## src/source/cam_pkg.sv

```systemverilog
package cam_pkg;

    // reduced frame so that simulation stays short
    localparam int FRAME_W      = 32;
    localparam int FRAME_H      = 24;
    localparam int FRAME_PIXELS = FRAME_W * FRAME_H;
    localparam int ADDR_W       = 10;

    // rgb565, high byte arrives first
    typedef struct packed {
        logic [4:0] red;
        logic [5:0] green;
        logic [4:0] blue;
    } pixel_t;

    // camera bus, already synchronous to clk
    typedef struct packed {
        logic       pclk_en;
        logic       vsync;
        logic       href;
        logic [7:0] data;
    } cam_in_t;

    typedef struct packed {
        logic              valid;
        logic [ADDR_W-1:0] addr;
        pixel_t            data;
    } pix_wr_t;

    // target colour window
    typedef struct packed {
        logic [4:0] red_min;
        logic [5:0] green_max;
        logic [4:0] blue_max;
    } color_thresh_t;

endpackage

```

## src/source/frame_mem_arbiter.sv

```systemverilog
`timescale 1ns/10ps

module frame_mem_arbiter (
    input  logic                       clk,
    input  logic                       i_rst_n,
    input  cam_pkg::pix_wr_t           i_pix_wr,
    input  logic                       i_rd_req,
    input  logic [cam_pkg::ADDR_W-1:0] i_rd_addr,
    input  cam_pkg::pixel_t            i_mem_rdata,
    output logic                       o_rd_valid,
    output cam_pkg::pixel_t            o_rd_data,
    output logic                       o_mem_en,
    output logic                       o_mem_we,
    output logic [cam_pkg::ADDR_W-1:0] o_mem_addr,
    output cam_pkg::pixel_t            o_mem_wdata
);

    logic                       rd_pend;
    logic [cam_pkg::ADDR_W-1:0] pend_addr;
    logic                       rd_want;
    logic                       rd_grant;
    logic [cam_pkg::ADDR_W-1:0] rd_addr_sel;

    assign rd_want     = i_rd_req | rd_pend;
    assign rd_addr_sel = rd_pend ? pend_addr : i_rd_addr;

    // writes always win, the capture side cannot stall
    assign rd_grant = rd_want & ~i_pix_wr.valid;

    assign o_mem_en    = i_pix_wr.valid | rd_grant;
    assign o_mem_we    = i_pix_wr.valid;
    assign o_mem_addr  = i_pix_wr.valid ? i_pix_wr.addr : rd_addr_sel;
    assign o_mem_wdata = i_pix_wr.data;

    // ram output is registered, so data lines up with rd_valid
    assign o_rd_data = i_mem_rdata;

    always_ff @(posedge clk or negedge i_rst_n) begin
        if (!i_rst_n) begin
            rd_pend    <= 1'b0;
            o_rd_valid <= 1'b0;
        end else begin
            rd_pend    <= rd_want & i_pix_wr.valid;
            o_rd_valid <= rd_grant;
        end
    end

    always_ff @(posedge clk) begin
        if (i_rd_req) begin
            pend_addr <= i_rd_addr;
        end
    end

endmodule

```

## config.mk

```make
export PLATFORM = sky130hd
export DESIGN_NAME = frame_mem_arbiter
export DESIGN_NICKNAME = d
export VERILOG_FILES = /design/src/source/cam_pkg.sv /design/src/source/frame_mem_arbiter.sv
export SDC_FILE = /design/constraint.sdc
export NUM_CORES = 1
export LEC_CHECK = 0
export BUFFER_PORTS_ARGS = -buffer_cell sky130_fd_sc_hd__buf_2
export CORE_UTILIZATION = 32
export CTS_CLUSTER_DIAMETER = 30
export DETAILED_ROUTE_END_ITERATION = 8
export GPL_ROUTABILITY_DRIVEN = 0
export GPL_TIMING_DRIVEN = 0
export PLACE_DENSITY = 0.79
export SKIP_LAST_GASP = 1
export SLEW_MARGIN = 30
export SYNTH_ARGS = -nofsm -noshare
export SYNTH_HDL_FRONTEND = slang
export SYNTH_SLANG_ARGS = --single-unit
```

## constraint.sdc

```tcl
create_clock -name clk -period 1 [get_ports clk]
set_clock_uncertainty 0.05 [all_clocks]
set_input_delay 0.1 -clock clk [delete_from_list [all_inputs] [get_ports clk]]
set_output_delay 0.1 -clock clk [all_outputs]
set_load 0.05 [all_outputs]
```

==> flow_metrics.env <==
export IMPL_status="complete, but fails checks"
export IMPL_violations="negative setup slack"
export IMPL_cp_required_ns=0.85
export IMPL_crit_fanout=5
export IMPL_die_w_um=52.84
export IMPL_dr_first_iter_drc_count=10
export IMPL_peakVddDrop_mv=1.082
export IMPL_grt_overflow=0
export IMPL_first_global_vias=760
export IMPL_swShare_pct=41.49
export IMPL_critPathKind="flip-flop to output pin"
export IMPL_drv_slew=0
export IMPL_rsz0062_at_grt="yes"
export IMPL_p_leak_uw=0.0007901
export IMPL_track_usage_pct=16.53
export IMPL_vias_per_cell=4.442
export IMPL_wl_met2_um=1425
export IMPL_coreArea_mm2=0.002455
export IMPL_start_kind="flip-flop"
export IMPL_syn_area_per_cell_um2=10.09
export IMPL_power_frac_clock_pct=15.9
export IMPL_fin_crit_ns=1.554
export IMPL_pre_cts_ws_ns=-0.4543
export IMPL_cts_tree="built"
export IMPL_drt_pass1_iter_count=6
export IMPL_placementRows=18
export IMPL_syn_inst=82
export IMPL_combPwrFrac_pct=52.9
export IMPL_cap_viol_max_count=0
export IMPL_ys_seq_area_share_pct=42.36
export IMPL_nets=224
export IMPL_setup_viol=11
export IMPL_area_growth_pct=107.0
export IMPL_ys_types=12
export IMPL_post_route_worst_setup_slack_ns=-0.5543
export IMPL_placed_cell_area_mm2=0.001318
export IMPL_io_pins=101
export IMPL_synth_area_um2=827.0
export IMPL_dieArea_mm2=0.002792
export IMPL_portBuffers=68
export IMPL_nFillCells=183
export IMPL_met3_length_um=268
export IMPL_final_period_utilization_pct=155.4
export IMPL_top_layer="met4"
export IMPL_relSlewSlack_pct=62.17
export IMPL_cts_sinks=12
export IMPL_design_area_mm2=0.001712
export IMPL_multi_input_area_um2=452.9
export IMPL_die_y_um=52.84
export IMPL_antenna_found_initial=0
export IMPL_clock_fmax_mhz=643.4
export IMPL_grt_max_degree=13
export IMPL_antenna_cells=0
export IMPL_postRouteAntennaNets=0
export IMPL_grt_pass1_wl_um=3305
export IMPL_yosysWarnings=0
export IMPL_ys_ff_latch=12
export IMPL_layout_commonest_cell="buf_2"
export IMPL_synth_top_area_share_pct=36.31
export IMPL_finalHoldViolations=0
export IMPL_wire_per_inst_um=12.77
export IMPL_worst_pin_slew_ns=0.5675
export IMPL_clk_pin_slew_ns=0.07
export IMPL_p_sw_uw=824.7
export IMPL_clockBufferDepth=2
export IMPL_syn_nets=138
export IMPL_dp_hpwl_um=1765
export IMPL_drive_above_1_share_pct=79.04
export IMPL_cp_data_arrival_time_ns=1.40
export IMPL_p_per_area_mw_per_mm2=1161
export IMPL_p_int_uw=1163
export IMPL_seq_area_um2=351.6
export IMPL_start_util_pct=33.69
export IMPL_dr_total_vias=875
export IMPL_drc=0
export IMPL_clk_latency_ns=0.26
export IMPL_crit_path_end_kind="output pin"
export IMPL_cts_buffers=3
export IMPL_h_tree_depth=1
export IMPL_yosysTopAreaCell="edfxtp_1"
export IMPL_cts_root_buffer="clkbuf_4"
export IMPL_hp_class="input port to asynchronous set/reset pin"
export IMPL_final_cell_mix="buf_2, buf_4, buf_6"
export IMPL_seqPwrFrac_pct=31.1
export IMPL_synth_area_leaders="edfxtp_1, buf_4, mux2i_1"
export IMPL_drt_total_wl_um=2516
export IMPL_m1WireLength_um=806
-- final cells by class --
| class | count | area share (%) |
|---|---|---|
| Buffer | 36 | 16.23 |
| Multi-Input combinational cell | 34 | 26.46 |
| Tap cell | 30 | 2.193 |
| Clock buffer | 4 | 1.535 |
| Sequential cell | 12 | 20.54 |
| Timing Repair Buffer | 81 | 33.04 |
-- stage by stage --
| step | power (uW) | instances | utilization [%] | hold slack [ns] | setup TNS, ns |
|---|---|---|---|---|---|
| floorplan | 1276 | 82 | - | -0.2456 | -1.628 |
| global placement | 1442 | 180 | 53.67 | -0.1657 | -2.837 |
| detailed placement | 1456 | 180 | 53.67 | -0.1628 | -3.257 |
| CTS | 1968 | 196 | 67.64 | 0.001803 | -6.184 |
| global route | 2065 | 197 | 69.72 | 0.09277 | -6.435 |
| finish | 1988 | 197 | 69.72 | 0.08944 | -5.919 |
-- power by group through the flow --
stage               Sequential (uW)  Combinational, uW  Clock (uW)
global placement                605                837           0
global route                    623               1100         347
detailed placement              607                849           0
floorplan                       614                662           0
finish                          619               1050         317
CTS                             616               1030         326
-- worst paths after layout --
| path | startpoint | end | slack (ns) | cells after the start |
|---|---|---|---|---|
| min | i_rst_n | rd_pend | 0.09 | 2 |
| max reg2reg | rd_pend | rd_pend | 0.07 | 3 |
| max | rd_pend | o_mem_addr[4] | -0.55 | 4 |
| max in group asynchronous | i_rst_n | rd_pend | 0.71 | 2 |
| min reg2reg | rd_pend | o_rd_valid | 0.66 | 3 |
| min in group clk | i_pix_wr[26] | rd_pend | 0.09 | 2 |
-- routing by layer --
metal	up-vias	track usage, %
li1	414	-
met1	398	17.09
met2	61	33.54
met3	2	1.739
met4	0	5.263
met5	-	0
-- sequential cells by signal (all words and copies together), names as in the netlist --
name	flops
pend_addr	10
rd_pend	1
o_rd_valid	1
-- cell usage after synthesis --
| master | n |
|---|---|
| buf_4 | 33 |
| edfxtp_1 | 10 |
| mux2i_1 | 10 |
| nand2_1 | 10 |
| o21ai_1 | 10 |
| dfrtp_1 | 2 |
| nor2_1 | 2 |
| buf_2 | 1 |
| buf_6 | 1 |
| clkbuf_2 | 1 |
| nor2b_1 | 1 |
| or3_1 | 1 |
-- logic make-up (layout without fill, tap and decap cells) --
kind of cell    Yosys count  after routing  synth area share [%]
mux                      10             10                 12.10
simple gates             14             14                 6.961
flops                    12             12                 42.36
buf+inv                  36            121                 32.53
compound gates           10             10                 6.052
-- worst max-delay path: stages, from the launching register on --
cell	delay [ns]
dfrtp_2	0.45
clkbuf_16	0.19
mux2i_4	0.19
o21ai_4	0.12
buf_6	0.17
-- timing repair --
action                                  in CTS  in global routing
pin swaps                                    1                  0
setup buffers                                1                  0
hold endpoints to repair                    11                  1
cloned                                       1                  0
hold buffers                                10                  1
gates resized for setup                     44                  9
endpoints found under the setup margin      12                 14
(Power assumes the default switching activity.)
