--- config.mk ---
export PLATFORM = sky130hd
export DESIGN_NAME = apb_regs
export DESIGN_NICKNAME = d
export VERILOG_FILES = /design/src/source/apb_pkg.sv /design/src/source/cam_pkg.sv /design/src/source/apb_regs.sv
export SDC_FILE = /design/constraint.sdc
export NUM_CORES = 1
export LEC_CHECK = 0
export BUFFER_PORTS_ARGS = -buffer_cell sky130_fd_sc_hd__buf_2
export CORE_MARGIN = 10
export CORE_UTILIZATION = 27
export CTS_CLUSTER_SIZE = 16
export DETAILED_ROUTE_END_ITERATION = 10
export PLACE_DENSITY = 0.64
export SLEW_MARGIN = 5
export SYNTH_ARGS = -nofsm -noshare
export SYNTH_HDL_FRONTEND = slang
export SYNTH_SLANG_ARGS = --single-unit
--- constraint.sdc ---
create_clock -name clk -period 3.1 [get_ports clk]
set_clock_uncertainty 0.05 [all_clocks]
set_input_delay 0.62 -clock clk [delete_from_list [all_inputs] [get_ports clk]]
set_output_delay 0.62 -clock clk [all_outputs]
set_load 0.03 [all_outputs]
--- src/source/apb_pkg.sv ---
package apb_pkg;

    // bridge to slave
    typedef struct packed {
        logic        psel;
        logic        penable;
        logic        pwrite;
        logic [15:0] paddr;
        logic [31:0] pwdata;
    } apb_req_t;

    // slave to bridge
    typedef struct packed {
        logic [31:0] prdata;
        logic        pready;
        logic        pslverr;
    } apb_rsp_t;

    // register offsets
    typedef enum logic [15:0] {
        CTRL       = 16'h0000,
        THRESH     = 16'h0004,
        FRAME_CNT  = 16'h0008,
        TARGET_CNT = 16'h000C
    } reg_addr_e;

    // pixel n sits at PIX_BASE + 4n
    localparam logic [15:0] PIX_BASE = 16'h1000;

    // red min 16, green max 16, blue max 16
    localparam logic [31:0] THRESH_RST = 32'h0010_1010;

endpackage

--- src/source/cam_pkg.sv ---
package cam_pkg;

    // reduced frame so that simulation stays short
    localparam int FRAME_W      = 32;
    localparam int FRAME_H      = 24;
    localparam int FRAME_PIXELS = FRAME_W * FRAME_H;
    localparam int ADDR_W       = 10;

    // rgb565, high byte arrives first
    typedef struct packed {
        logic [4:0] red;
        logic [5:0] green;
        logic [4:0] blue;
    } pixel_t;

    // camera bus, already synchronous to clk
    typedef struct packed {
        logic       pclk_en;
        logic       vsync;
        logic       href;
        logic [7:0] data;
    } cam_in_t;

    typedef struct packed {
        logic              valid;
        logic [ADDR_W-1:0] addr;
        pixel_t            data;
    } pix_wr_t;

    // target colour window
    typedef struct packed {
        logic [4:0] red_min;
        logic [5:0] green_max;
        logic [4:0] blue_max;
    } color_thresh_t;

endpackage

--- src/source/apb_regs.sv ---
`timescale 1ns/10ps

module apb_regs (
    input  logic                       clk,
    input  logic                       i_rst_n,
    input  apb_pkg::apb_req_t          i_apb,
    input  logic [31:0]                i_frame_cnt,
    input  logic [15:0]                i_target_cnt,
    input  logic                       i_rd_valid,
    input  cam_pkg::pixel_t            i_rd_data,
    output apb_pkg::apb_rsp_t          o_apb,
    output logic                       o_enable,
    output cam_pkg::color_thresh_t     o_thresh,
    output logic                       o_rd_req,
    output logic [cam_pkg::ADDR_W-1:0] o_rd_addr
);

    typedef enum logic {
        IDLE,
        WAIT
    } rd_state_e;

    rd_state_e              state;
    logic                   access;
    logic                   in_win;
    logic [15:0]            win_off;
    logic                   ctrl_en;
    cam_pkg::color_thresh_t thresh;

    function automatic cam_pkg::color_thresh_t thresh_from_word(input logic [31:0] w);
        cam_pkg::color_thresh_t t;
        t.red_min   = w[4:0];
        t.green_max = w[13:8];
        t.blue_max  = w[20:16];
        return t;
    endfunction

    assign access  = i_apb.psel & i_apb.penable;
    assign win_off = i_apb.paddr - apb_pkg::PIX_BASE;

    // word aligned and inside the frame
    assign in_win = (i_apb.paddr >= apb_pkg::PIX_BASE)
                  && (int'(win_off[15:2]) < cam_pkg::FRAME_PIXELS)
                  && (win_off[1:0] == 2'b00);

    assign o_rd_addr = win_off[cam_pkg::ADDR_W+1:2];

    always_comb begin
        o_apb    = '0;
        o_rd_req = 1'b0;
        if (access) begin
            if (in_win) begin
                if (i_apb.pwrite) begin
                    o_apb.pready  = 1'b1;
                    o_apb.pslverr = 1'b1;
                end else if (state == WAIT) begin
                    o_apb.pready = i_rd_valid;
                    o_apb.prdata = {16'h0000, i_rd_data};
                end else begin
                    o_rd_req = 1'b1;
                end
            end else begin
                o_apb.pready = 1'b1;
                case (i_apb.paddr)
                    apb_pkg::CTRL: begin
                        o_apb.prdata = {31'b0, ctrl_en};
                    end
                    apb_pkg::THRESH: begin
                        o_apb.prdata = {11'b0, thresh.blue_max, 2'b0, thresh.green_max,
                                        3'b0, thresh.red_min};
                    end
                    apb_pkg::FRAME_CNT:  o_apb.prdata = i_frame_cnt;
                    apb_pkg::TARGET_CNT: o_apb.prdata = {16'h0000, i_target_cnt};
                    default:             o_apb.pslverr = 1'b1;
                endcase
            end
        end
    end

    always_ff @(posedge clk or negedge i_rst_n) begin
        if (!i_rst_n) begin
            ctrl_en <= 1'b0;
            thresh  <= thresh_from_word(apb_pkg::THRESH_RST);
        end else if (access && i_apb.pwrite && !in_win) begin
            // counters are read only, writes there are dropped
            case (i_apb.paddr)
                apb_pkg::CTRL:   ctrl_en <= i_apb.pwdata[0];
                apb_pkg::THRESH: thresh  <= thresh_from_word(i_apb.pwdata);
                default:         ;
            endcase
        end
    end

    // one outstanding pixel read
    always_ff @(posedge clk or negedge i_rst_n) begin
        if (!i_rst_n) begin
            state <= IDLE;
        end else begin
            case (state)
                IDLE:    if (o_rd_req) state <= WAIT;
                WAIT:    if (i_rd_valid) state <= IDLE;
                default: state <= IDLE;
            endcase
        end
    end

    assign o_enable = ctrl_en;
    assign o_thresh = thresh;

endmodule

==> reports/summary.txt <==
post-synthesis net count: 312
Psw: 0.170 mW
Worst Tran Pin Value: 0.459 ns
period utilisation layout: 99.7%
initial antenna violation count: 0
Syn Std Cell Area: 0.00171 sq mm
Synth Area in Adders: 0%
FF+latch count, synth: 18
Reg power frac: 38.9%
CP Max Fanout: 6
ys async rst share: 100%
Post-DRT Antenna Nets: 0
Ys Warns: 0
global route overflow: 0
final hold viol count: 0
Post-Synth XOR/XNOR Area: 0%
layout cell share with drive strength beyond 1: 69.6%
CP required: 2.43 ns
CTS Sinks: 18
Fmax: 324 MHz
fin crit period: 3.09 ns
final instance area: 0.00297 sq mm
I/O pin cnt: 180
P_int: 0.434 mW
Pre-antenna DRT Iters: 4
VDD IR max: 335 uV
syn_area_per_cell: 8.84 sq um
GP Congestion: 0.780
sequential area share after synthesis: 26.5%
area of the multi-input gates: 0.00125 sq mm
Die Span Y: 99.7 microns
first-pass GRT wire length: 12.2 mm
initial core utilization: 28.4%
Die Wd: 99.7 microns
Comb pwr share: 29.5%
Detailed Place HPWL: 6.82 mm
area delta synth->final: 73.4%
fillers: 596
Worst-Skew Late Latency: 0.25 ns
Post-synth top flop: dfrtp_1
clock network fraction of total power: 31.6%
vias: 2,169
initial drt markers: 90
Synth Area in Compound Gates: 20.4%
CORE AREA: 0.00603 sq mm
largest family of logic cells by synthesized area: simple AND/OR/NAND/NOR gates
Worst EP arrival: 2.42 ns
Synth cell types: 40
DR DRC count: 0
Simple-Gate Fraction of Synth Area: 23.5%
crit path launch type: input pin
vias per cell: 5.01
full die area: 0.00994 sq mm
vias in the first global route: 2,343
Gate Count Post-Synth: 194
Worst Path Class, Setup: input pin to output port
Hold Path Class: input pin to asynchronous set/reset pin
H-tree lvl count: 1
Lkg Pwr: 1.46 nW
# port buffers: 163
Slew Viols, Final: 0
Worst Hold Slack: 0.245 ns
Final Setup Violations: 0
ant diodes: 0
Clock Pin Slew Worst Setup and Hold Paths: 0.07 ns
placed inst area: 0.00278 sq mm
Yosys top cell area share: 21.9%
slew margin rel.: 69.1%
nets: 477
Routed WL: 8.16 mm
top post-synthesis cells by area: dfrtp_1, mux2_2, and2_1
CTS Buffer Depth: 2
synth cell count leaders: mux2_2, and2_1, dfrtp_1
EDFF count, synth: 0
routed wire length per instance: 18.9 microns
site row count: 28
largest net degree at the start of global routing: 23
RSZ-0062 raised after global routing: yes
Switching Fraction: 28.2%
power density cells: 203 mW/mm^2
mux cell area share after synthesis: 20.4%
status: finished, final reports clean
max_cap viols: 0
largest area contributor in the netlist: dfrtp_1
Register Area: 454 sq um
root buf cell: clkbuf_8
total track usage: 14.7%
most frequent cell after synthesis: mux2_2
clock tree from TritonCTS: yes
total CTS buffers: 3
CP Capture Type: output port
[flip-flops by register name, summed over array words and instances (netlist names)]
signal	cells
o_enable	1
o_thresh	16
state	1
[critical path, cell delays in order]
cell and delay, ns:
buf_2 0.10, or4_4 0.55, or4_4 0.58, nor2_4 0.13
buf_6 0.13, and2_1 0.16, buf_6 0.15
[final cells by class]
class	instances	area share, %
Clock buffer	4	1.85
Inverter	1	0.126
Tap cell	75	3.16
Sequential cell	18	15.3
Timing Repair Buffer	186	37.6
Multi-Input combinational cell	149	42.0
[cells by family (layout without fill, tap and decap cells)]
logic type	count (synthesis)	count (layout)
muxes	30	30
DFF	18	18
and+or+nand+nor	71	71
buffers and inverters	27	191
AOI/OAI and AO/OA	48	48
[final timing paths]
path,from,end,slack [ns],cells after the start
worst max-delay path,i_apb[46],o_apb[30],0.01,7
worst min-delay path,i_rst_n,o_thresh[0],0.25,1
worst max register to register,state,state,2.00,2
worst min register to register,o_thresh[11],o_thresh[11],0.48,1
max in group asynchronous,i_rst_n,o_thresh[9],2.42,1
min in group clk,o_thresh[11],o_thresh[11],0.48,1
[power groups by stage]
| stage | sequential (mW) | clock [mW] | combinational [mW] |
|---|---|---|---|
| floorplan | 0.240 | 0 | 0.0864 |
| global placement | 0.239 | 0 | 0.175 |
| detailed placement | 0.239 | 0 | 0.177 |
| CTS | 0.235 | 0.198 | 0.178 |
| global route | 0.235 | 0.208 | 0.194 |
| finish | 0.235 | 0.191 | 0.178 |
[metal layers]
layer / GRT usage [%] / up-vias / part of all wire (%)
met5: 0 / - / 0
met3: 5.40 / 8 / 9.0
met1: 16.6 / 1019 / 39
li1: - / 1057 / -
met4: 3.42 / 0 / 1.3
met2: 25.6 / 85 / 50
[metrics by stage]
step | setup TNS [ns] | total power [mW] | instances | setup slack (ns) | util (%)
after CTS | 0 | 0.610 | 432 | 0.00120 | 47.4
final | 0 | 0.604 | 433 | 0.0104 | 49.3
after floorplan | -0.877 | 0.326 | 194 | -0.258 | -
after global routing | -0.0527 | 0.637 | 433 | -0.0312 | 49.3
after detailed placement | -0.108 | 0.417 | 428 | -0.0278 | 46.2
after global placement | -0.0234 | 0.415 | 428 | -0.0164 | 46.2
[layout by cell type (no fill, tap or decap), drive strengths merged, types with 6 or more instances in the layout]
cell and instances:
a21oi 9, nand3 13, buf 184, mux2 29, nand2 6, dfrtp 15, and2 17, nor2 14
clkbuf 6
[repair_timing]
item / CTS / global route
hold buffers: 0 / 0
buffers inserted: 0 / 0
gates cloned: 0 / 1
endpoints found under the setup margin: 9 / 25
pin swaps: 0 / 2
resized for setup: 9 / 44
(Power assumes the default switching activity.)
