## src/source/cam_pkg.sv

```systemverilog
package cam_pkg;

    // reduced frame so that simulation stays short
    localparam int FRAME_W      = 32;
    localparam int FRAME_H      = 24;
    localparam int FRAME_PIXELS = FRAME_W * FRAME_H;
    localparam int ADDR_W       = 10;

    // rgb565, high byte arrives first
    typedef struct packed {
        logic [4:0] red;
        logic [5:0] green;
        logic [4:0] blue;
    } pixel_t;

    // camera bus, already synchronous to clk
    typedef struct packed {
        logic       pclk_en;
        logic       vsync;
        logic       href;
        logic [7:0] data;
    } cam_in_t;

    typedef struct packed {
        logic              valid;
        logic [ADDR_W-1:0] addr;
        pixel_t            data;
    } pix_wr_t;

    // target colour window
    typedef struct packed {
        logic [4:0] red_min;
        logic [5:0] green_max;
        logic [4:0] blue_max;
    } color_thresh_t;

endpackage

```

## src/source/ov7670_capture.sv

```systemverilog
`timescale 1ns/10ps

module ov7670_capture (
    input  logic             clk,
    input  logic             i_rst_n,
    input  cam_pkg::cam_in_t i_cam,
    input  logic             i_enable,
    output cam_pkg::pix_wr_t o_pix_wr,
    output logic             o_frame_done
);

    typedef enum logic [1:0] {
        IDLE,
        ACTIVE,
        SKIP
    } cap_state_e;

    cap_state_e                 state;
    logic                       vsync_q;
    logic                       vsync_fall;
    logic                       vsync_rise;
    logic                       take_byte;
    logic                       byte_phase;
    logic                       wrote_any;
    logic [7:0]                 hi_byte;
    logic [cam_pkg::ADDR_W-1:0] addr_cnt;
    logic                       wr_valid;
    logic [cam_pkg::ADDR_W-1:0] wr_addr;
    cam_pkg::pixel_t            wr_data;

    // vsync is only meaningful on pixel-clock cycles
    assign vsync_fall = i_cam.pclk_en & vsync_q & ~i_cam.vsync;
    assign vsync_rise = i_cam.pclk_en & ~vsync_q & i_cam.vsync;
    assign take_byte  = (state == ACTIVE) & i_cam.pclk_en & i_cam.href & ~i_cam.vsync;

    always_ff @(posedge clk or negedge i_rst_n) begin
        if (!i_rst_n) begin
            state        <= IDLE;
            vsync_q      <= 1'b0;
            byte_phase   <= 1'b0;
            wrote_any    <= 1'b0;
            addr_cnt     <= '0;
            wr_valid     <= 1'b0;
            o_frame_done <= 1'b0;
        end else begin
            wr_valid     <= 1'b0;
            o_frame_done <= 1'b0;
            if (i_cam.pclk_en) begin
                vsync_q <= i_cam.vsync;
            end
            case (state)
                IDLE: begin
                    // acceptance is decided at the falling edge only
                    if (vsync_fall) begin
                        state      <= i_enable ? ACTIVE : SKIP;
                        addr_cnt   <= '0;
                        byte_phase <= 1'b0;
                        wrote_any  <= 1'b0;
                    end
                end
                ACTIVE: begin
                    if (vsync_rise) begin
                        state        <= IDLE;
                        o_frame_done <= wrote_any;
                    end else if (take_byte) begin
                        byte_phase <= ~byte_phase;
                        if (byte_phase) begin
                            wr_valid  <= 1'b1;
                            wrote_any <= 1'b1;
                            if (int'(addr_cnt) == cam_pkg::FRAME_PIXELS - 1) begin
                                addr_cnt <= '0;
                            end else begin
                                addr_cnt <= addr_cnt + 1'b1;
                            end
                        end
                    end
                end
                SKIP: begin
                    if (vsync_rise) begin
                        state <= IDLE;
                    end
                end
                default: state <= IDLE;
            endcase
        end
    end

    // byte pairing
    always_ff @(posedge clk) begin
        if (take_byte && !byte_phase) begin
            hi_byte <= i_cam.data;
        end
        if (take_byte && byte_phase) begin
            wr_addr <= addr_cnt;
            wr_data <= cam_pkg::pixel_t'({hi_byte, i_cam.data});
        end
    end

    assign o_pix_wr.valid = wr_valid;
    assign o_pix_wr.addr  = wr_addr;
    assign o_pix_wr.data  = wr_data;

endmodule

```

## config.mk

```make
export PLATFORM = sky130hd
export DESIGN_NAME = ov7670_capture
export DESIGN_NICKNAME = d
export VERILOG_FILES = /design/src/source/cam_pkg.sv /design/src/source/ov7670_capture.sv
export SDC_FILE = /design/constraint.sdc
export NUM_CORES = 1
export LEC_CHECK = 0
export BUFFER_PORTS_ARGS = -buffer_cell sky130_fd_sc_hd__buf_2
export CORE_MARGIN = 10
export CORE_UTILIZATION = 40
export CTS_CLUSTER_SIZE = 40
export DETAILED_ROUTE_END_ITERATION = 10
export PLACE_DENSITY = 0.67
export SLEW_MARGIN = 0
export SYNTH_ARGS = -nofsm -noshare
export SYNTH_HDL_FRONTEND = slang
export SYNTH_SLANG_ARGS = --single-unit
```

## constraint.sdc

```tcl
create_clock -name clk -period 1.8 [get_ports clk]
set_input_delay 0.36 -clock clk [delete_from_list [all_inputs] [get_ports clk]]
set_output_delay 0.36 -clock clk [all_outputs]
set_load 0.005 [all_outputs]
```

==> summary.md <==
| Metric | Value |
|---|---|
| Via density | 5.00 |
| Total design power | 2510 uW |
| Buffer levels on the longest clock path | 2 |
| Maximum operating frequency | 580 MHz |
| Min-Delay Path Class | in2reg |
| Total buffers and inverters traversed by the critical path | 2 |
| Rel. slew slack | 0.728 |
| Detailed-router iteration count before antenna repair | 4 |
| Synth Net Count | 153 |
| Portion of total power attributed to combinational logic | 0.193 |
| Worst reg2reg path startpoint | state[0] |
| Final Net Count | 205 |
| Clock insertion delay at the later pin of the skew report | 300 ps |
| CP arrival | 1950 ps |
| Share of cell area taken by muxes after synthesis | 0.0253 |
| Final Non-Filler Cells | 256 |
| Ratio of cells with drive above 1 in the final layout | 0.376 |
| Area growth from synthesis to layout | 21.6% |
| P per Cell Area | 1020 mW/mm^2 |
| Fraction of the mapped netlist area in adder cells | 0.0185 |
| Instance count of the mapped netlist | 136 |
| GRT Util Overall | 0.0930 |
| Worst setup path start | state[0] |
| Worst setup SP type | flop |
| Unrepaired setup endpoints after global routing | true |
| Area share of the leading cell type in the synthesized netlist | 0.504 |
| Final estimated routing congestion in global placement | 0.829 |
| Post-synthesis instance area | 0.00203 sq mm |
| Worst reg-to-reg setup slack | 80 ps |
| Global-route congestion overflow total | 0 |
| Crit-path max FO | 6 |
| Initial cell density of the core | 0.421 |
| Number of fill cells | 434 |
| Worst path cell trace | inv_1 > ha_1 > nand2b_1 > buf_4 > nand3_4 > or4_1 > o21ai_0 |
| Setup violations, final | 0 |
| Fraction of the mapped netlist area in compound gates | 0.0716 |
| Slowest Stage Delay on Critical Path | 470 ps |
| First-pass GRT wire length | 6310 um |
| Overall die area | 0.00831 sq mm |
| Yosys reg bits | 51 |
| Reg clk slew, reported paths | 90 ps |
| Share of flip-flops with an asynchronous set or reset | 0.333 |
| Capturing instance or port of the critical path | addr_cnt[8] |
| Placed cells | 247 |
| Switching power as a share of total power | 0.266 |
| Max-capacitance violation count | 0 |
| Number of H-tree branching levels | 2 |
| Standard-cell rows | 25 |
| Kind of cell adding the most delay to the critical path | simple AND/OR/NAND/NOR gates |
| Port buffer count | 41 |
| Static Leakage | 0.00102 uW |
| Pin count of the biggest net entering global routing | 27 |
| Hold Violations, Final | 0 |
| Post-synthesis share of cell area spent on and, or, nand and nor gates | 0.142 |
| Synth Area in XOR/XNOR | 0.00432 |
| Number of cells on the critical path | 7 |
| Die outline width | 91.2 um |
| Dominant cells by area after synthesis | sky130_fd_sc_hd__edfxtp_1 (50%), sky130_fd_sc_hd__dfrtp_1 (21%), sky130_fd_sc_hd__mux2i_1 (2.0%) |
| Routed len/inst | 15.1 um |
| DRC errors left | 0 |
| Flip-flop cell with the highest count after synthesis | sky130_fd_sc_hd__edfxtp_1 |
| Worst R2R Path Depth | 7 |
| Number of top-level design ports | 42 |
| Crit path time final | 1720 ps |
| Warnings from Yosys | 0 |
| Slowest cell on the critical path | sky130_fd_sc_hd__or4_1 |
| Crit Path Category | reg2reg |
| CTS buffer count | 5 |
| Share of power burned in the clock network | 0.253 |
| Max-slew violations | 0 |
| Slew at the pin closest to its max-slew limit | 408 ps |
| Number of buffers inserted to repair setup after CTS | 0 |
| Number of global-route vias before repair | 1,309 |
| Number of inserted diodes | 0 |
| Net Switching | 669 uW |
| Starting DRC count in detailed routing | 100 |
| Max VDD drop | 501 uV |
| Number of enable flip-flop cells after synthesis | 34 |
| Final clock skew | 4.73 ps |
| Status | complete, no violations |
| Per-instance average area after synthesis | 14.9 sq um |
| Total via count after detailed routing | 1,279 |
| Sequential share of power | 0.554 |
| DIE HEIGHT | 91.2 um |
| Internal Power | 1840 uW |
| Critical Path RT | 2030 ps |
| Setup crit end kind | flop |
| Synth cell types | 41 |
| Number of antenna violations at the first check in global routing | 0 |
| Antenna-violating nets left | 0 |
| Clock root cell | sky130_fd_sc_hd__clkbuf_8 |
| Dominant combinational cell family by area after synthesis | simple AND/OR/NAND/NOR gates |
| Sinks on the clock net | 51 |
| Post-route fraction of the period consumed by the critical path | 0.958 |
| Post-route worst hold slack | 245 ps |
| Post-DP HPWL | 2870 um |
| Cell type with the highest aggregate area in the netlist | sky130_fd_sc_hd__edfxtp_1 |
| Post-synthesis sequential area ratio | 0.714 |
| Endpoint of the lowest-slack register-to-register path | addr_cnt[8] |
| Total length of routed wires | 3870 um |
| Core outline area | 0.00482 sq mm |
| TritonCTS clock tree | done |
[cells in the mapped netlist, types with 2 or more instances]
library cell	number
sky130_fd_sc_hd__dfrtp_1	17
sky130_fd_sc_hd__and2_2	3
sky130_fd_sc_hd__inv_1	7
sky130_fd_sc_hd__a21oi_1	3
sky130_fd_sc_hd__nand2b_1	2
sky130_fd_sc_hd__and4_1	3
sky130_fd_sc_hd__nand3_1	7
sky130_fd_sc_hd__ha_1	3
sky130_fd_sc_hd__nand2_1	10
sky130_fd_sc_hd__buf_4	2
sky130_fd_sc_hd__a22o_1	2
sky130_fd_sc_hd__nor2_1	2
sky130_fd_sc_hd__edfxtp_1	34
sky130_fd_sc_hd__nand4_1	2
sky130_fd_sc_hd__mux2i_1	4
sky130_fd_sc_hd__nor2b_1	2
sky130_fd_sc_hd__or3_1	2
sky130_fd_sc_hd__a31oi_1	2
sky130_fd_sc_hd__and3_2	2
sky130_fd_sc_hd__o21ai_0	6
[metal layers]
| metal | vias up | global-route usage | part of all wire | wire (um) |
|---|---|---|---|---|
| met3 | 10 | 0.0403 | 0.067 | 258 |
| li1 | 614 | - | - | - |
| met1 | 617 | 0.109 | 0.45 | 1740 |
| met5 | - | 0 | 0 | 0 |
| met2 | 38 | 0.143 | 0.46 | 1780 |
| met4 | 0 | 0.0470 | 0.025 | 95 |
[cell type report]
type                            instances  area [sq um]  area share
Clock inverter                          3          20.0     0.00812
Clock buffer                            5          68.8      0.0279
Multi-Input combinational cell         74           539       0.219
Timing Repair Buffer                   49           280       0.114
Inverter                                7          26.3      0.0107
Sequential cell                        51          1450       0.587
Tap cell                               67          83.8      0.0340
[cell usage in the layout (no fill, tap or decap), types with 2 or more instances in the layout]
cell type                   n
sky130_fd_sc_hd__buf_4      6
sky130_fd_sc_hd__a31oi_1    2
sky130_fd_sc_hd__nand2b_1   2
sky130_fd_sc_hd__ha_1       2
sky130_fd_sc_hd__nor2_1     2
sky130_fd_sc_hd__nor2b_1    2
sky130_fd_sc_hd__dfrtp_1   17
sky130_fd_sc_hd__nand3_1    7
sky130_fd_sc_hd__or3_1      2
sky130_fd_sc_hd__and3_2     2
sky130_fd_sc_hd__clkbuf_8   5
sky130_fd_sc_hd__inv_1      7
sky130_fd_sc_hd__nand4_1    2
sky130_fd_sc_hd__edfxtp_1  34
sky130_fd_sc_hd__nand2_1   10
sky130_fd_sc_hd__buf_2     41
sky130_fd_sc_hd__and4_1     3
sky130_fd_sc_hd__and2_2     3
sky130_fd_sc_hd__o21ai_0    6
sky130_fd_sc_hd__a22o_1     2
sky130_fd_sc_hd__mux2i_1    4
sky130_fd_sc_hd__a21oi_1    3
[registers in the layout (all words and copies together), names as in the netlist, 2 cells and up]
name and cells:
wr_addr 10, o_pix_wr 16, state 2, hi_byte 8, addr_cnt 10
[metrics by stage]
step	setup slack, ps	util	TNS, ps	area, sq um
floorplan	46.7	-	0	2030
global placement	128	0.489	0	2360
detailed placement	34.1	0.489	0	2360
CTS	14.5	0.510	0	2460
global route	-36.7	0.512	-89.3	2460
finish	75.0	0.512	0	2460
[power by group through the flow]
stage               Sequential [uW]  Combinational, uW  Clock, uW
floorplan                      1420                297          0
global placement               1420                458          0
detailed placement             1420                475          0
CTS                            1390                480        656
global route                   1400                549        710
finish                         1390                486        637
[what timing repair did]
action / 4_1_cts / 5_1_grt
setup endpoints to repair: 0 / 6
gates resized for setup: 0 / 2
hold buffers: 1 / 0
endpoints found under the hold margin: 17 / 0
[worst min-delay path by stage]
stage | startpoint | end | slack [ps] | depth (start not counted)
floorplan | i_rst_n | addr_cnt[0] | 60 | 0
global placement | i_rst_n | o_frame_done | 310 | 1
detailed placement | i_rst_n | addr_cnt[2] | 320 | 1
CTS | i_cam[2] | o_pix_wr[2] | 240 | 1
global route | i_cam[2] | o_pix_wr[2] | 230 | 1
finish | i_cam[1] | o_pix_wr[1] | 250 | 1
[kinds of logic (layout without fill, tap and decap cells)]
kind of cell | Yosys count | in the layout
DFF | 51 | 51
and+or+nand+nor | 44 | 44
AOI/OAI and AO/OA | 21 | 21
buffers and inverters | 11 | 64
muxes | 5 | 5
adders and majority gates | 3 | 3
xor gates and xnor gates | 1 | 1
(Power assumes the default switching activity.)
