## src/source/cam_pkg.sv

```systemverilog
package cam_pkg;

    // reduced frame so that simulation stays short
    localparam int FRAME_W      = 32;
    localparam int FRAME_H      = 24;
    localparam int FRAME_PIXELS = FRAME_W * FRAME_H;
    localparam int ADDR_W       = 10;

    // rgb565, high byte arrives first
    typedef struct packed {
        logic [4:0] red;
        logic [5:0] green;
        logic [4:0] blue;
    } pixel_t;

    // camera bus, already synchronous to clk
    typedef struct packed {
        logic       pclk_en;
        logic       vsync;
        logic       href;
        logic [7:0] data;
    } cam_in_t;

    typedef struct packed {
        logic              valid;
        logic [ADDR_W-1:0] addr;
        pixel_t            data;
    } pix_wr_t;

    // target colour window
    typedef struct packed {
        logic [4:0] red_min;
        logic [5:0] green_max;
        logic [4:0] blue_max;
    } color_thresh_t;

endpackage

```

## src/source/color_detector.sv

```systemverilog
`timescale 1ns/10ps

module color_detector (
    input  logic                   clk,
    input  logic                   i_rst_n,
    input  cam_pkg::pix_wr_t       i_pix_wr,
    input  logic                   i_frame_done,
    input  cam_pkg::color_thresh_t i_thresh,
    output logic [31:0]            o_frame_cnt,
    output logic [15:0]            o_target_cnt
);

    logic        hit;
    logic [15:0] run_cnt;

    // red at least the minimum, green and blue below their maximum
    assign hit = i_pix_wr.valid
               & (i_pix_wr.data.red >= i_thresh.red_min)
               & (i_pix_wr.data.green < i_thresh.green_max)
               & (i_pix_wr.data.blue < i_thresh.blue_max);

    always_ff @(posedge clk or negedge i_rst_n) begin
        if (!i_rst_n) begin
            run_cnt      <= '0;
            o_target_cnt <= '0;
            o_frame_cnt  <= '0;
        end else if (i_frame_done) begin
            // a pixel landing with frame_done still belongs to this frame
            o_target_cnt <= run_cnt + 16'(hit);
            run_cnt      <= '0;
            o_frame_cnt  <= o_frame_cnt + 1'b1;
        end else if (hit) begin
            run_cnt <= run_cnt + 1'b1;
        end
    end

endmodule

```

## config.mk

```make
export PLATFORM = sky130hd
export DESIGN_NAME = color_detector
export DESIGN_NICKNAME = d
export VERILOG_FILES = /design/src/source/cam_pkg.sv /design/src/source/color_detector.sv
export SDC_FILE = /design/constraint.sdc
export NUM_CORES = 1
export LEC_CHECK = 0
export BUFFER_PORTS_ARGS = -buffer_cell sky130_fd_sc_hd__buf_4
export CELL_PAD_IN_SITES_DETAIL_PLACEMENT = 0
export CELL_PAD_IN_SITES_GLOBAL_PLACEMENT = 2
export CORE_MARGIN = 2
export CORE_UTILIZATION = 35
export CTS_BUF_LIST = sky130_fd_sc_hd__clkbuf_8 sky130_fd_sc_hd__clkbuf_16
export DETAILED_ROUTE_END_ITERATION = 8
export GPL_ROUTABILITY_DRIVEN = 0
export MAX_ROUTING_LAYER = met4
export PLACE_DENSITY_LB_ADDON = 0.15
export SYNTH_ARGS = -nofsm -noshare
export SYNTH_HDL_FRONTEND = slang
export SYNTH_SLANG_ARGS = --single-unit
```

## constraint.sdc

```tcl
create_clock -name clk -period 3.82 [get_ports clk]
set_input_delay 1.146 -clock clk [delete_from_list [all_inputs] [get_ports clk]]
set_output_delay 1.146 -clock clk [all_outputs]
set_load 0.02 [all_outputs]
```

==> results of run 1 <==
==> stage by stage <==
| step | utilization, % | power (W) | std cells | setup slack [ns] |
|---|---|---|---|---|
| floorplan | - | 0.0009804 | 363 | 0.2560 |
| global placement | 43.23 | 0.001138 | 576 | 0.02577 |
| detailed placement | 43.23 | 0.001143 | 576 | 0.01993 |
| CTS | 45.39 | 0.001810 | 591 | 0.3843 |
| global route | 45.39 | 0.001873 | 591 | 0.06895 |
| finish | 45.39 | 0.001782 | 591 | 0.4139 |
==> cells in the final DEF (no fill, tap or decap), types with 7 or more instances in the layout <==
cell,Yosys,final
mux2_2,8,8
and3_1,7,7
nor2b_1,16,16
nand2_1,29,29
dfrtp_1,64,64
nand3_1,17,17
buf_4,2,91
clkbuf_8,0,11
nor4_2,10,10
ha_1,18,18
xnor2_1,30,30
nor2_1,49,49
a21oi_1,16,16
xor2_1,15,15
nand4_1,11,11
inv_1,17,18
mux2_1,10,10
==> worst max path at each step <==
stage                 startpoint          endpoint  slack, ns  cells after the start
floorplan           i_thresh[10]  o_target_cnt[14]       0.26                     13
global placement    i_pix_wr[10]  o_target_cnt[14]       0.03                     13
detailed placement  i_pix_wr[10]  o_target_cnt[14]       0.02                     13
CTS                 i_pix_wr[10]  o_target_cnt[14]       0.38                     13
global route        i_pix_wr[10]  o_target_cnt[14]       0.07                     13
finish              i_pix_wr[10]  o_target_cnt[14]       0.41                     13
==> layout make-up <==
class | count | area share [%]
Clock buffer | 11 | 3.275
Tap cell | 136 | 3.681
Timing Repair Buffer | 91 | 14.78
Clock inverter | 4 | 1.488
Multi-Input combinational cell | 268 | 40.76
Inverter | 17 | 1.380
Sequential cell | 64 | 34.64
==> registers in the layout, summed over array words and instances, names as in the netlist <==
name and flops:
o_frame_cnt 32, o_target_cnt 16, run_cnt 16
==> kinds of logic (layout without fill, tap and decap cells) <==
group | after synthesis | after routing | synth area share [%]
adder cells (fa/ha/maj) | 18 | 18 | 6.222
buffers and inverters | 31 | 123 | 3.698
AO/OA/AOI/OAI | 25 | 25 | 4.563
AND/OR/NAND/NOR | 161 | 161 | 24.51
XOR/XNOR | 45 | 45 | 10.89
flip-flops | 64 | 64 | 44.24
multiplexers | 19 | 19 | 5.876
==> worst register-to-register path: cells and delay by family, from the launching register on <==
kind	cells	cell delay (ns)
adders and majority gates	1	0.24
xor gates and xnor gates	1	0.14
DFF	1	0.44
buffers and inverters	1	0.07
and+or+nand+nor	3	1.02
==> power groups by stage <==
stage	logic (W)	clock network, W	registers (W)
6_report	0.000336	0.000659	0.000787
5_1_grt	0.000371	0.000706	0.000796
4_1_cts	0.000342	0.000679	0.000789
3_5_place_dp	0.000341	0	0.000802
3_3_place_gp	0.000336	0	0.000801
2_1_floorplan	0.000133	0	0.000847
==> routing by layer <==
metal  share of wire [%]  up-vias  track usage [%]
met1                  49     1324            20.68
met5                   0        -                -
met3                 3.4       10            2.041
met4                 1.8        0            6.203
met2                  46       70            23.96
li1                    -     1405                -
==> qor.txt, run 1 <==
Worst-Margin Slew: 0.8452 ns
Syn Std Cell Area: 0.003620 sq mm
Diode count: 0
TritonRoute pass-1 iters: 4
Antenna-violating nets left: 0
RSZ-0062 raised after global routing: no
Total Routing Usage GR: 15.50%
Endpoint type of the worst setup path: flip-flop
Layout Area Growth over Synthesis: 27.72%
Hold-critical path endpoint: o_frame_cnt[31]
Register area: 0.001602 sq mm
Drt drc: 0
Total of max-cap violations: 0
Most frequent CP cell: ha_1
Hold Path Class: reg -> reg
Initial antenna violation count: 0
Clock sink total: 64
Syn Area/Cell: 9.972 sq um
Synth area leader: dfrtp_1
Worst endpoint required time: 4.01 ns
Post-synthesis register bit count: 64
Startpoint Class: input port
Vias in the first global route: 2846
Kind of critical path: in -> reg
PwrDens: 385.4 mW/mm^2
Synth top cells by count: 64 x dfrtp_1, 49 x nor2_1, 30 x xnor2_1, 29 x nand2_1, 18 x ha_1
Crit path arrival time: 3.60 ns
Multi-input gate area: 0.001884 sq mm
Synth area leaders: dfrtp_1 44%, xnor2_1 7.3%, ha_1 6.2%, nor2_1 5.1%, xor2_1 3.6%
Die W: 105.7 um
Worst path max stage delay: 0.32 ns
Comb pwr share: 18.8%
Die area: 0.01117 sq mm
Ys async rst share: 100.0%
Fin. max-slew vios: 0
Post-route clock period utilization: 89.16%
Warnings, synthesis: 0
Initial Utilization: 35.54%
Critical path's slowest cell: ha_1
Commonest register cell after synthesis: dfrtp_1
Port bufs: 83
Leak Pwr: 2.191 nW
GR Overflow Total: 0
R2R Path Start: o_frame_cnt[0]
Reg-to-reg slack, setup: 1.80 ns
Max Root-Sink Buffers: 2
IO Pins: 94
Worst Hold Launch: o_frame_cnt[31]
Setup TNS: 0 ns
Fmax: 0.2936 GHz
DRT Wirelength: 7719 um
Min cycle time layout: 3.406 ns
Hold WS: 0.4743 ns
Vias: 2809
Mapped Nets: 427
Worst Reg2Reg Path Length in Cells: 6
Clock skew: 0.01032 ns
Pin count of the biggest net entering global routing: 68
1st-iter DRT viols: 95
Run status: finished, final reports clean
Number of synthesized flops with an enable pin: 0
Worst R2R End: o_frame_cnt[18]
Syn Inst Count: 363
Setup violations, final: 0
Final instance area: 0.004623 sq mm
Die H: 105.7 um
WHS Path Cells: 1
CP top delay family: simple AND/OR/NAND/NOR gates
Internal power: 0.001275 W
Post-CTS Setup Repair Bufs: 0
CP Buf/Inv Count: 1
Seq/Total Area, Yosys: 44.24%
# H-tree levels: 3
Synth cell types: 40
Slew margin rel.: 43.65%
Wire length per cell: 13.06 um
Share of layout cells above drive strength 1: 28.57%
Clock Power Share: 37.0%
Area share of the largest cell type after synthesis: 44.24%
Half-perimeter wire length after placement: 5469 um
Worst-path maximum fanout: 4
Rows: 37
Peak supply drop: 0.0001449 V
CTS Hold Buffers Added: 0
Most common cell in the netlist: dfrtp_1
Layout Nets: 515
CTS tree: done
CTS Buf Count: 9
Routed vias/inst: 4.753
Cell Chain, Critical Path: buf_4, ha_1, a211oi_2, nand3_1, a31o_4, nor3_2, ha_1, ha_1, nand3_1, or2_1, nor3_1, xnor2_1, a21oi_1
Core area: 0.01018 sq mm
Switching part of the total: 28.44%
Psw: 0.0005067 W
Clock slew at the register clock pins of the worst setup and hold paths: 0.07 ns
Clock Latency Late Sink: 0.35 ns
Part of the power in registers: 44.2%
First-pass GRT wire length: 13660 um
Post-CTS sizing: 0
Filler instances: 999
DP Area: 0.004403 sq mm
Root Buffer: clkbuf_8
Fin. Hold Viols: 0
Note: power is estimated with default switching activity, not from simulation.
==> run 2: changes to the inputs <==
--- a/config.mk
+++ b/config.mk
@@ -14,7 +14,7 @@
 export DETAILED_ROUTE_END_ITERATION = 8
 export GPL_ROUTABILITY_DRIVEN = 0
 export MAX_ROUTING_LAYER = met4
-export PLACE_DENSITY_LB_ADDON = 0.15
+export PLACE_DENSITY = 0.94
 export SYNTH_ARGS = -nofsm -noshare
 export SYNTH_HDL_FRONTEND = slang
 export SYNTH_SLANG_ARGS = --single-unit
==> run 2 against run 1 <==
Against the previous run: power rose by 0.23%; non-clock buffer count stayed put; worst setup slack improved by 0.024 ns; sequential share of layout area shrank 0.084 points; cell area up 0.24%; largest power group unchanged.
==> qor.txt, run 2 (synthesized netlist as in run 1, its figures left out) <==
Run status: finished, final reports clean (unchanged)
Vias: 2809 (unchanged)
Top flop regs: o_frame_cnt (32), o_target_cnt (16), run_cnt (16) (unchanged)
Psw: 0.0005060 W (was 0.0005067 W)
Core area: 0.01018 sq mm (unchanged)
Setup TNS: 0 ns (unchanged)
Port bufs: 83 (unchanged)
Initial Utilization: 35.54% (unchanged)
Total of max-cap violations: 0 (unchanged)
Setup violations, final: 0 (unchanged)
Post-CTS sizing: 0 (unchanged)
Pin count of the biggest net entering global routing: 68 (unchanged)
Die W: 105.7 um (unchanged)
Half-perimeter wire length after placement: 5488 um (was 5469 um)
Worst endpoint required time: 4.01 ns (about the same)
Internal power: 0.001280 W (was 0.001275 W)
GR Overflow Total: 0 (unchanged)
Drt drc: 0 (unchanged)
DRT Wirelength: 7329 um (was 7719 um)
Slew margin rel.: 46.62% (was 43.65%)
Post-route clock period utilization: 88.54% (was 89.16%)
1st-iter DRT viols: 151 (was 95)
Worst-Margin Slew: 0.8007 ns (was 0.8452 ns)
Diode count: 0 (unchanged)
Peak supply drop: 0.0001691 V (was 0.0001449 V)
Kind of critical path: in -> reg (unchanged)
Antenna-violating nets left: 0 (unchanged)
RSZ-0062 raised after global routing: no (unchanged)
Max Root-Sink Buffers: 2 (unchanged)
Root Buffer: clkbuf_8 (unchanged)
CTS Hold Buffers Added: 0 (unchanged)
Startpoint Class: input port (unchanged)
IO Pins: 94 (unchanged)
First-pass GRT wire length: 12590 um (was 13660 um)
Share of layout cells above drive strength 1: 28.73% (was 28.57%)
Rows: 37 (unchanged)
Worst-path maximum fanout: 4 (unchanged)
Clock sink total: 64 (unchanged)
CTS tree: done (unchanged)
Die area: 0.01117 sq mm (unchanged)
Min cycle time layout: 3.382 ns (was 3.406 ns)
Routed vias/inst: 4.745 (was 4.753)
Most frequent cells in the layout: 91 x buf_4, 64 x dfrtp_1, 49 x nor2_1 (unchanged)
Fin. Hold Viols: 0 (unchanged)
TritonRoute pass-1 iters: 4 (unchanged)
Crit path arrival time: 3.57 ns (was 3.60 ns)
Vias in the first global route: 2808 (was 2846)
Die H: 105.7 um (unchanged)
Endpoint type of the worst setup path: flip-flop (unchanged)
Most common library cell in the layout ignoring fill and taps: buf_4 (unchanged)
Clock Latency Late Sink: 0.34 ns (was 0.35 ns)
# H-tree levels: 3 (unchanged)
Clock Power Share: 37.3% (was 37.0%)
Comb pwr share: 18.6% (was 18.8%)
Clock skew: 0.007297 ns (was 0.01032 ns)
Layout Area Growth over Synthesis: 28.03% (was 27.72%)
Top reg by flops: o_frame_cnt (unchanged)
Max reg flops: 32 (unchanged)
Initial antenna violation count: 0 (unchanged)
Fin. max-slew vios: 0 (unchanged)
Layout Nets: 515 (unchanged)
Fmax: 0.2956 GHz (was 0.2936 GHz)
Wire length per cell: 12.38 um (was 13.06 um)
CTS Buf Count: 9 (unchanged)
Clock slew at the register clock pins of the worst setup and hold paths: 0.07 ns (about the same)
Post-CTS Setup Repair Bufs: 0 (unchanged)
Part of the power in registers: 44.1% (was 44.2%)
PwrDens: 385.3 mW/mm^2 (was 385.4 mW/mm^2)
Final Util: 45.50% (was 45.39%)
Hold Path Class: reg -> reg (unchanged)
Leak Pwr: 2.192 nW (was 2.191 nW)
Total Routing Usage GR: 14.24% (was 15.50%)
Switching part of the total: 28.34% (was 28.44%)
==> run 2: layout make-up <==
cell class                 count  area, sq um
tap                          136        170.2
sequential                    64         1602
multi-input combinational    268         1884
clock buffer                  11        151.4
fill                        1001         5550
clock inverter                 5        80.08
timing repair buffer          91        683.2
inverter                      17        63.81
==> run 2: worst max-delay path, stage by stage <==
cell and delay, ns:
buf_4 0.11, ha_1 0.31, a211oi_2 0.18, nand3_1 0.11, a31o_4 0.22, nor3_2 0.24
ha_1 0.21, ha_1 0.18, nand3_1 0.10, or2_1 0.29, nor3_1 0.24, xnor2_1 0.15
a21oi_1 0.08
==> run 2: layer usage <==
layer  routed length [um]  share of wire (%)  global-route usage (%)
met5                    0                  0                       -
met4                  105                1.4                   5.357
met3                  432                5.9                   3.649
met2                 3378                 46                   22.67
met1                 3413                 47                   17.47
==> run 2: power groups by stage <==
stage	logic [W]	clock network, W	registers, W
3_5_place_dp	0.000338	0	0.000801
6_report	0.000332	0.000666	0.000788
2_1_floorplan	0.000133	0	0.000847
5_1_grt	0.000365	0.000716	0.000796
4_1_cts	0.000339	0.000686	0.000788
3_3_place_gp	0.000333	0	0.000798
==> run 2: final timing paths <==
check	start	depth (start not counted)	slack [ns]	end
worst max-delay path	i_pix_wr[10]	13	0.44	o_target_cnt[14]
worst min-delay path	o_frame_cnt[31]	1	0.48	o_frame_cnt[31]
worst max register to register	run_cnt[1]	5	1.89	run_cnt[8]
worst min register to register	o_frame_cnt[31]	1	0.48	o_frame_cnt[31]
max in group asynchronous	i_rst_n	1	2.40	o_target_cnt[12]
min in group asynchronous	i_rst_n	1	0.90	o_frame_cnt[10]
==> run 2: metrics by stage <==
stage / worst slack [ns] / cell area [sq um] / total power (W) / hold slack, ns / std cells
detailed placement: 0.03272 / 4403 / 0.001139 / 0.4695 / 576
finish: 0.4376 / 4634 / 0.001786 / 0.4846 / 592
CTS: 0.3921 / 4634 / 0.001813 / 0.4838 / 592
floorplan: 0.2560 / 3620 / 0.0009804 / 0.5733 / 363
global route: 0.2308 / 4634 / 0.001878 / 0.5108 / 592
global placement: 0.05515 / 4403 / 0.001131 / 0.4625 / 576
